<file path="src/dupPkg.sv">
// Word access only with no byte lanes; one bit divider shared by transmitter and loopback receive
package dupPkg;

   ////////////////////////////////////////////////////////////
   // Register map
   ////////////////////////////////////////////////////////////

   localparam int RegAddrWidth = 3;
   localparam int RegWidth     = 16;

   localparam logic [RegAddrWidth-1:0] RxCsrAddr  = 3'd0;
   localparam logic [RegAddrWidth-1:0] RxDbufAddr = 3'd1;
   localparam logic [RegAddrWidth-1:0] TxCsrAddr  = 3'd2;
   localparam logic [RegAddrWidth-1:0] TxDbufAddr = 3'd3;
   localparam logic [RegAddrWidth-1:0] VectorAddr = 3'd4;  // Interrupt vector, read only

   // RXCSR fields
   localparam int RxEnBit   = 4;
   localparam int RxIeBit   = 6;
   localparam int RxDoneBit = 7;
   localparam int RxActBit  = 11;

   // TXCSR fields
   localparam int SendBit   = 4;
   localparam int TxIeBit   = 6;
   localparam int TxDoneBit = 7;
   localparam int MaintBit  = 12;

   ////////////////////////////////////////////////////////////
   // Line constants
   ////////////////////////////////////////////////////////////

   localparam int CharWidth  = 8;
   localparam int CountWidth = $clog2(CharWidth);
   localparam logic [CharWidth-1:0] SyncChar = 8'h96;   // Also the idle fill

   localparam int BitDivide = 8;                         // Clocks per line bit
   localparam int DivWidth  = $clog2(BitDivide);

   localparam logic [RegWidth-1:0] RxVector = 16'h00C0;
   localparam logic [RegWidth-1:0] TxVector = 16'h00C4;

   ////////////////////////////////////////////////////////////
   // Shared types
   ////////////////////////////////////////////////////////////

   typedef struct packed {
      logic [3:0] rsvdHi;
      logic       rxAct;
      logic [2:0] rsvdMid;
      logic       rxDone;
      logic       rxIe;
      logic       rsvd5;
      logic       rxEn;
      logic [3:0] rsvdLo;
   } rxViewT;

   typedef struct packed {
      logic [2:0] rsvdHi;
      logic       maint;
      logic [3:0] rsvdMid;
      logic       txDone;
      logic       txIe;
      logic       rsvd5;
      logic       send;
      logic [3:0] rsvdLo;
   } txViewT;

   // Same write word, seen by whichever CSR is addressed
   typedef union packed {
      rxViewT rxView;
      txViewT txView;
   } ctrlWordT;

   typedef struct packed {
      ctrlWordT wdata;
      logic     rxCsrWrite;
      logic     rxDbufRead;
      logic     txCsrWrite;
      logic     txDbufWrite;
   } regAccessT;

   typedef struct packed {
      logic [RegWidth-1:0] csr;
      logic [RegWidth-1:0] dbuf;
      logic                rxIrq;    // RXIE and RXDONE
      logic                rxActive;
   } rxStatusT;

   typedef struct packed {
      logic [RegWidth-1:0] csr;
      logic [RegWidth-1:0] dbuf;
      logic                txIrq;    // TXIE and TXDONE
   } txStatusT;

endpackage

</file>
<file path="src/dupBusInterface.sv">
// Wishbone classic, word wide; master must hold cyc/stb until ack, one wait state per access
module dupBusInterface import dupPkg::*; (
   input  logic                    clk,
   input  logic                    reset,
   input  logic                    wbCyc,
   input  logic                    wbStb,
   input  logic                    wbWe,
   input  logic [RegAddrWidth-1:0] wbAdr,
   input  logic [RegWidth-1:0]     wbDatW,
   output logic [RegWidth-1:0]     wbDatR,
   output logic                    wbAck,
   input  rxStatusT                rxStatus,
   input  txStatusT                txStatus,
   output regAccessT               regAccess,
   output logic                    irq
);

   logic     access;
   logic     rxCsrWrite;
   logic     rxDbufRead;
   logic     txCsrWrite;
   logic     txDbufWrite;
   ctrlWordT wdata;

   ////////////////////////////////////////////////////////////
   // Decode and acknowledge
   ////////////////////////////////////////////////////////////

   assign access = wbCyc & wbStb & ~wbAck;   // New request this cycle

   always_ff @(posedge clk)
   begin
      if (reset)
      begin
         wbAck       <= 1'b0;
         rxCsrWrite  <= 1'b0;
         rxDbufRead  <= 1'b0;
         txCsrWrite  <= 1'b0;
         txDbufWrite <= 1'b0;
      end
      else
      begin
         wbAck       <= access;              // Unmapped offsets ack too
         rxCsrWrite  <= access &  wbWe & (wbAdr == RxCsrAddr);
         rxDbufRead  <= access & ~wbWe & (wbAdr == RxDbufAddr);
         txCsrWrite  <= access &  wbWe & (wbAdr == TxCsrAddr);
         txDbufWrite <= access &  wbWe & (wbAdr == TxDbufAddr);
      end
   end

   always_ff @(posedge clk)
   begin
      if (access && wbWe)
         wdata <= wbDatW;
   end

   always_comb
   begin
      regAccess.wdata       = wdata;
      regAccess.rxCsrWrite  = rxCsrWrite;
      regAccess.rxDbufRead  = rxDbufRead;
      regAccess.txCsrWrite  = txCsrWrite;
      regAccess.txDbufWrite = txDbufWrite;
   end

   ////////////////////////////////////////////////////////////
   // Read data and interrupt
   ////////////////////////////////////////////////////////////

   // Address is still held while ack is up
   always_comb
   begin
      wbDatR = '0;
      case (wbAdr)
         RxCsrAddr:
         begin
            wbDatR           = rxStatus.csr;
            wbDatR[RxActBit] = rxStatus.rxActive;
         end
         RxDbufAddr: wbDatR = rxStatus.dbuf;
         TxCsrAddr:  wbDatR = txStatus.csr;
         TxDbufAddr: wbDatR = txStatus.dbuf;
         VectorAddr: wbDatR = rxStatus.rxIrq ? RxVector : TxVector;   // Receiver first
         default:    wbDatR = '0;
      endcase
   end

   assign irq = rxStatus.rxIrq | txStatus.txIrq;

   assert property (@(posedge clk) disable iff (reset)
      wbAck |=> !wbAck)
      else $error("wbAck held for two cycles");

endmodule

</file>
<file path="src/dupReceiver.sv">
// External rxc must be much slower than clk; a character arriving before RXDBUF is read replaces it
module dupReceiver import dupPkg::*; (
   input  logic      clk,
   input  logic      reset,
   input  regAccessT regAccess,
   input  logic      maint,
   input  logic      bitTick,
   input  logic      loopTxd,
   input  logic      rxc,
   input  logic      rxd,
   output rxStatusT  rxStatus
);

   logic                  rxEn;
   logic                  rxIe;
   logic                  rxAct;
   logic                  rxDone;
   logic [CharWidth-1:0]  rxBuf;
   logic [2:0]            rxcSync;        // Two sync stages plus edge history
   logic [1:0]            rxdSync;
   logic                  sampleEn;
   logic                  sampleBit;
   logic [CharWidth-1:0]  window;
   logic [CharWidth-1:0]  nextWindow;
   logic [CountWidth-1:0] bitCount;
   logic                  charDone;
   logic                  newChar;

   always_ff @(posedge clk)
   begin
      if (reset)
      begin
         rxEn <= 1'b0;
         rxIe <= 1'b0;
      end
      else if (regAccess.rxCsrWrite)
      begin
         rxEn <= regAccess.wdata.rxView.rxEn;
         rxIe <= regAccess.wdata.rxView.rxIe;
      end
   end

   ////////////////////////////////////////////////////////////
   // Sample source
   ////////////////////////////////////////////////////////////

   always_ff @(posedge clk)
   begin
      rxcSync <= {rxcSync[1:0], rxc};
      rxdSync <= {rxdSync[0], rxd};
   end

   // Loopback takes txd at the end of each transmit bit
   assign sampleEn   = maint ? bitTick : (rxcSync[1] & ~rxcSync[2]);
   assign sampleBit  = maint ? loopTxd : rxdSync[1];
   assign nextWindow = {sampleBit, window[CharWidth-1:1]};   // LSB arrives first

   always_ff @(posedge clk)
   begin
      if (!rxEn)
         window <= '0;
      else if (sampleEn)
         window <= nextWindow;
   end

   ////////////////////////////////////////////////////////////
   // Sync search and character assembly
   ////////////////////////////////////////////////////////////

   always_ff @(posedge clk)
   begin
      if (reset || !rxEn)
      begin
         rxAct    <= 1'b0;                // Disable drops sync
         bitCount <= '0;
      end
      else if (sampleEn)
      begin
         if (!rxAct)
         begin
            rxAct    <= (nextWindow == SyncChar);
            bitCount <= '0;
         end
         else
            bitCount <= bitCount + 1'b1;
      end
   end

   assign charDone = rxEn & rxAct & sampleEn & (bitCount == '1);
   assign newChar  = charDone & (nextWindow != SyncChar);   // Fill is dropped

   always_ff @(posedge clk)
   begin
      if (reset)
         rxDone <= 1'b0;
      else if (newChar)
         rxDone <= 1'b1;
      else if (regAccess.rxDbufRead)
         rxDone <= 1'b0;
   end

   always_ff @(posedge clk)
   begin
      if (newChar)
         rxBuf <= nextWindow;             // Overruns silently
   end

   // Sync flag travels separately as rxActive
   always_comb
   begin
      rxStatus                = '0;
      rxStatus.csr[RxEnBit]   = rxEn;
      rxStatus.csr[RxIeBit]   = rxIe;
      rxStatus.csr[RxDoneBit] = rxDone;
      rxStatus.dbuf           = RegWidth'(rxBuf);
      rxStatus.rxIrq          = rxIe & rxDone;
      rxStatus.rxActive       = rxAct;
   end

   assert property (@(posedge clk) disable iff (reset)
      $rose(rxDone) |-> $past(rxAct))
      else $error("RXDONE set without receiver sync");

endmodule

</file>
<file path="src/dupTop.sv">
// Single clock domain; rxc and rxd are asynchronous and resynchronized inside the receiver
module dupTop import dupPkg::*; (
   input  logic                    clk,
   input  logic                    reset,
   input  logic                    wbCyc,
   input  logic                    wbStb,
   input  logic                    wbWe,
   input  logic [RegAddrWidth-1:0] wbAdr,
   input  logic [RegWidth-1:0]     wbDatW,
   output logic [RegWidth-1:0]     wbDatR,
   output logic                    wbAck,
   output logic                    irq,
   input  logic                    rxc,
   input  logic                    rxd,
   output logic                    txd
);

   regAccessT regAccess;
   rxStatusT  rxStatus;
   txStatusT  txStatus;
   logic      bitTick;

   ////////////////////////////////////////////////////////////
   // Host side
   ////////////////////////////////////////////////////////////

   dupBusInterface uBus (
      .clk       (clk),
      .reset     (reset),
      .wbCyc     (wbCyc),
      .wbStb     (wbStb),
      .wbWe      (wbWe),
      .wbAdr     (wbAdr),
      .wbDatW    (wbDatW),
      .wbDatR    (wbDatR),
      .wbAck     (wbAck),
      .rxStatus  (rxStatus),
      .txStatus  (txStatus),
      .regAccess (regAccess),
      .irq       (irq)
   );

   // Line side, loopback driven by TXCSR maint bit
   dupReceiver uRx (
      .clk       (clk),
      .reset     (reset),
      .regAccess (regAccess),
      .maint     (txStatus.csr[MaintBit]),
      .bitTick   (bitTick),
      .loopTxd   (txd),
      .rxc       (rxc),
      .rxd       (rxd),
      .rxStatus  (rxStatus)
   );

   dupTransmitter uTx (
      .clk       (clk),
      .reset     (reset),
      .regAccess (regAccess),
      .txStatus  (txStatus),
      .bitTick   (bitTick),
      .txd       (txd)
   );

endmodule

</file>
<file path="src/dupTransmitter.sv">
// Sends LSB first with a fixed divider; fills with the sync character whenever TXDBUF is empty
module dupTransmitter import dupPkg::*; (
   input  logic      clk,
   input  logic      reset,
   input  regAccessT regAccess,
   output txStatusT  txStatus,
   output logic      bitTick,
   output logic      txd
);

   logic                  send;
   logic                  txIe;
   logic                  maint;
   logic                  txDone;
   logic [CharWidth-1:0]  txBuf;
   logic [DivWidth-1:0]   divCount;
   logic [CharWidth-1:0]  shifter;
   logic [CountWidth-1:0] bitCount;
   logic                  loadChar;
   logic [CharWidth-1:0]  nextChar;

   ////////////////////////////////////////////////////////////
   // Control bits and data buffer
   ////////////////////////////////////////////////////////////

   always_ff @(posedge clk)
   begin
      if (reset)
      begin
         send  <= 1'b0;
         txIe  <= 1'b0;
         maint <= 1'b0;
      end
      else if (regAccess.txCsrWrite)
      begin
         send  <= regAccess.wdata.txView.send;
         txIe  <= regAccess.wdata.txView.txIe;
         maint <= regAccess.wdata.txView.maint;
      end
   end

   always_ff @(posedge clk)
   begin
      if (reset)
         txDone <= 1'b1;
      else if (regAccess.txDbufWrite)
         txDone <= 1'b0;                  // Buffer full again
      else if (loadChar)
         txDone <= 1'b1;
   end

   always_ff @(posedge clk)
   begin
      if (regAccess.txDbufWrite)
         txBuf <= regAccess.wdata[CharWidth-1:0];
   end

   // Bit rate divider
   always_ff @(posedge clk)
   begin
      if (reset || bitTick)
         divCount <= '0;
      else
         divCount <= divCount + 1'b1;
   end

   assign bitTick  = (divCount == DivWidth'(BitDivide - 1));
   assign loadChar = send & bitTick & (bitCount == '0);
   assign nextChar = txDone ? SyncChar : txBuf;   // Nothing queued so send fill

   ////////////////////////////////////////////////////////////
   // Shifter
   ////////////////////////////////////////////////////////////

   always_ff @(posedge clk)
   begin
      if (reset || !send)
      begin
         txd      <= 1'b1;                // Idle mark
         bitCount <= '0;
      end
      else if (bitTick)
      begin
         txd      <= loadChar ? nextChar[0] : shifter[0];
         bitCount <= bitCount - 1'b1;     // Wraps to 7 on load
      end
   end

   always_ff @(posedge clk)
   begin
      if (loadChar)
         shifter <= {1'b0, nextChar[CharWidth-1:1]};
      else if (bitTick)
         shifter <= {1'b0, shifter[CharWidth-1:1]};
   end

   always_comb
   begin
      txStatus                = '0;
      txStatus.csr[SendBit]   = send;
      txStatus.csr[TxIeBit]   = txIe;
      txStatus.csr[TxDoneBit] = txDone;
      txStatus.csr[MaintBit]  = maint;
      txStatus.dbuf           = RegWidth'(txBuf);
      txStatus.txIrq          = txIe & txDone;
   end

   // A host write racing a load must leave the buffer marked full
   assert property (@(posedge clk) disable iff (reset)
      (regAccess.txDbufWrite && loadChar) |=> !txDone)
      else $error("TXDBUF write lost against character load");

endmodule

</file>
<file path="config.mk">
export PLATFORM = sky130hd
export DESIGN_NAME = dupTop
export DESIGN_NICKNAME = d
export VERILOG_FILES = /design/src/dupPkg.sv /design/src/dupBusInterface.sv /design/src/dupReceiver.sv /design/src/dupTop.sv /design/src/dupTransmitter.sv
export SDC_FILE = /design/constraint.sdc
export NUM_CORES = 1
export LEC_CHECK = 0
export BUFFER_PORTS_ARGS = -buffer_cell sky130_fd_sc_hd__buf_2
export CORE_MARGIN = 1.5
export CORE_UTILIZATION = 40
export CTS_BUF_LIST = sky130_fd_sc_hd__clkbuf_8
export DETAILED_ROUTE_END_ITERATION = 6
export GPL_TIMING_DRIVEN = 1
export PLACE_DENSITY_LB_ADDON = 0.05
export SYNTH_ARGS = -nofsm -noshare
export SYNTH_HDL_FRONTEND = slang
export SYNTH_SLANG_ARGS = --single-unit
</file>
<file path="constraint.sdc">
create_clock -name clk -period 4.1 [get_ports clk]
set_input_delay 0.82 -clock clk [delete_from_list [all_inputs] [get_ports clk]]
set_output_delay 0.82 -clock clk [all_outputs]
set_load 0.005 [all_outputs]
</file>
; Word level (Yosys, flattened, before mapping)
; Cells that the tools add are included.
[word_totals]
register_bits = 72
input_bits = 26
word_cells = 81
[op_classes]
n_reduce_logical = 11
n_addsub = 3
bitwise = 21
eq_ne = 8
mux = 14
[op_table]
columns = operator, count
row1 = $pmux 16 s5, 1
row2 = $and 1x1->1, 17
row3 = $mux 7, 2
row4 = $eq 3x3->1 const B, 3
row5 = $eq 8x8->1 const B, 1
row6 = $mux 1, 8
row7 = $mux 8, 1
row8 = $ne 8x8->1 const B, 1
row9 = $add 3x1->3 const B, 2
row10 = $eq 3x2->1 const B, 2
row11 = $logic_not 3->1, 2
row12 = $mux 3, 2
row13 = $reduce_bool 2->1, 3
row14 = $eq 3x1->1 const B, 1
row15 = $logic_or 1x1->1, 3
row16 = $not 1->1, 3
row17 = $sub 3x1->3 const B, 1
row18 = $logic_not 1->1, 2
row19 = $logic_and 1x1->1, 1
row20 = $or 1x1->1, 1

; Depth between registers and ports, before layout
[logic_depth]
ltp_word = 7
mapped_depth = 6

; Cells and area by module
; From an unflattened synthesis, not the netlist that was laid out.
[unflattened]
cells_unflattened = 305
area_unflattened_um2 = 3681.0
[modules_own_cells]
columns = mod, cells_per_inst, seq_area_each_um2, area_per_inst_um2, instances
row1 = dupBusInterface, 86, 580.6, 1246.2, 1
row2 = dupReceiver, 112, 620.6, 1226.2, 1
row3 = dupTransmitter, 107, 670.6, 1208.7, 1

; Least setup slack after synthesis
; OpenSTA, ideal clock, no wires.
[synth_timing]
kind = input-to-output
startpoint = in wbAdr[1]
endpoint = out wbDatR[6]
cell_stages = 4
required_time_ns = 3.280
arrival_time_ns = 1.621
slack_ns = 1.659
cell_sequence = clkbuf_1 > clkbuf_1 > nand2_1 > o32ai_1
[synth_via]
elab_chain_cells = 2
elab_cells_between_ends = 6
cone_classes = eq/ne (4) / mux (1) / reduce/logical (1)
[synth_rtl]
columns = element, line_no
row1 = start: declaration, dupTop.sv:8  ; input logic [RegAddrWidth-1:0] wbAdr,
row2 = "$eq 3x3->1, or another cell as far along", dupBusInterface.sv:74  ; case (wbAdr)
row3 = $pmux 16 s5 *, dupBusInterface.sv:74
row4 = end: declaration, dupTop.sv:10  ; output logic [RegWidth-1:0] wbDatR,
; Mark *: on every way between the ends. The rest lies on a longest branch, timed or not.

; Worst setup path in the final report
[layout_timing]
startpoint = in wbAdr[0]
endpoint = out wbDatR[4]
; The elaborated chain is that of the path after synthesis.

==> results.ini <==
[status]
status=complete, but fails checks
failed_checks=DRC

[pwr]
clock_power_share_pct=40.3
p_leak_nw=1.13
vdd_drop_max_mv=0.236
p_int_mw=1.00
power_per_cell_area_nw_per_um2=415
p_sw_mw=0.272
combinationalPowerShare_pct=3.9
swShare_pct=21.3
p_seq_share_pct=55.8

[layout]
fin_util_pct=47.6
fillers=604
num_antenna_cells=0
synthToLayoutAreaGrowth_pct=13.5
finalNetCount=294
drive_above_1_share_pct=19.9

[sta]
slew_violations=0
setup_viol=0
maxSlewHeadroom_pct=47.1
fmax_mhz=368
min_period_ns=2.72
rsz0062_at_grt=false
finClkSkew_ns=0.00968
hold_violations=0
post-route-period-util_pct=66.2
fin_setup_tns_ns=0
worst_pin_slew_ns=0.793

[clock_tree]
cts_tree=done
postCtsSetupBuffers=0
cts_root_buffer=clkbuf_8
clock_latency_ns=0.34
cts-resized-gates=0
ctsLongestPathBuffers=2
clock-sinks=67
hold_buffers=0
clk_transition_reported_paths_ns=0.06
numCtsBuffers=9
h-tree-depth=3

[floorplan]
core_area_sq_um=6460
start_util_pct=41.9
io_pins=45
die_area_sq_um=7270
std_cell_rows=29
die_h_um=85.3
die_width_um=85.3

[critical_path]
end_kind=output pin
crit_type=input port to output pin
path_buf_inv=2
path_common_cell=buf_2
startpoint_type=input port
critPathMaxFanout=12
slowest_stage=mux4_2
required_ns=3.28
slowest_delay_ns=0.53
crit_arrival_ns=1.90
path_cells=buf_2, mux4_2, and2_1, buf_2
path_delay_family=multiplexers

[grt]
grt_max_degree=20
grt_overflow=0
grt_pass1_wl_um=8490
grt_antenna_before_repair=0
track_usage_pct=15.9
grt_pass1_vias=1678

[synth]
yosysWarningCount=0
synthCells=232
yosysMostFrequentCell=dfxtp_1
async_reset_ff_share_pct=0
syn_avg_cell_area_sq_um=11.7
synth_ff_type=dfxtp_1
synth_edf_count=32
ys_seq_elements=67
ys_types=48
synth.cell_area_sq_um=2710
synth_top_area_share_pct=35.5
synth_area_leaders=edfxtp_1 36%, dfxtp_1 26%, mux2i_1 4.4%
yosys-top-cells-count=35 x dfxtp_1, 32 x edfxtp_1, 19 x nand2_1, 19 x nor2_1, 12 x mux2i_1
yosys.area.top_type=edfxtp_1
ys_seq_area_share_pct=61.4

[job]
maxCapViolCount=0

[routing]
drcViolationCount=1
wl_per_cell_um=15.4
firstDrtPassIters=6
routed_wl_um=5290
drt_iter0_markers=104
dr_total_vias=1760
ant_nets=0
via_per_inst=5.12

[placement]
gp_congestion=0.759
port_buffers=31
hpwl_um=3710

[min_path]
holdCritPathClass=register to register

==> layout by cell type, fill, tap and decap left out, drive strengths merged, types with 3 or more instances in the layout <==
cell / n
nor2b: 3
nand3: 9
a21oi: 5
nor3: 6
a21boi: 6
edfxtp: 32
nand2b: 5
ha: 6
clkbuf: 9
buf: 34
nor4: 3
o21ai: 15
inv: 7
nor3b: 3
mux2i: 12
nand2: 19
nor2: 19
clkinv: 5
conb: 6
dfxtp: 35
==> worst paths after layout <==
kind	end	depth (start not counted)	from	slack, ns
hold reg to reg	uRx.rxcSync[1]	0	uRx.rxcSync[0]	0.33
hold / removal	uRx.rxcSync[1]	0	uRx.rxcSync[0]	0.33
setup reg to reg	uRx.rxBuf[0]	6	uTx.divCount[0]	1.65
setup / recovery	wbDatR[4]	4	wbAdr[0]	1.38
==> power groups by stage <==
stage	Combinational, mW	Sequential (mW)	Clock [mW]
after floorplan	0.0345	0.724	0
after global placement	0.0493	0.725	0
after detailed placement	0.0504	0.725	0
after CTS	0.0507	0.710	0.531
after global routing	0.0564	0.711	0.561
final	0.0503	0.710	0.513
==> cell families after synthesis <==
group                    count (synthesis)  share of synthesized area [%]
AND/OR/NAND/NOR                         77                           14.9
flip-flops                              67                           61.4
AO/OA/AOI/OAI                           39                           9.48
buffers and inverters                   26                           4.99
multiplexers                            14                           5.69
adder cells (fa/ha/maj)                  6                           2.77
XOR/XNOR                                 2                          0.647
other                                    1                          0.139
==> final cells by class <==
class	instances	area (sq um)	area share (%)
clock buffer	9	124	4.03
clock inverter	7	61.3	2.00
inverter	6	22.5	0.733
multi-input combinational	144	928	30.2
sequential	67	1660	54.1
tap	77	96.3	3.14
timing repair buffer	34	178	5.78
==> routing by layer <==
layer / share of wire, % / GRT usage (%) / up-vias
li1: - / - / 882
met1: 48 / 20.7 / 840
met2: 46 / 24.0 / 29
met3: 2.9 / 4.18 / 9
met4: 2.2 / 9.24 / 0
met5: 0 / 0 / -
==> worst register-to-register path, stage by stage, from the launching register on <==
cell	delay, ns
dfxtp_1	0.34
ha_1	0.16
ha_1	0.67
and2_1	0.46
o21ai_1	0.16
nor3_1	0.19
buf_4	0.19
==> registers in the layout (all words and copies together) (netlist names), 7 cells and up <==
register	count
uBus.wdata	9
uRx.rxBuf	8
uTx.txBuf	8
uRx.window	7
uTx.shifter	7
==> stage by stage <==
stage | hold slack, ns | cell area, sq um | setup slack, ns | std cells | power [mW]
after global routing | 0.331 | 3070 | 1.34 | 344 | 1.33
final | 0.328 | 3070 | 1.38 | 344 | 1.27
after global placement | 0.310 | 2890 | 1.39 | 328 | 0.774
after floorplan | 0.310 | 2730 | 1.66 | 237 | 0.758
after detailed placement | 0.312 | 2890 | 1.37 | 328 | 0.776
after CTS | 0.329 | 3070 | 1.37 | 344 | 1.29
(Power assumes the default switching activity.)
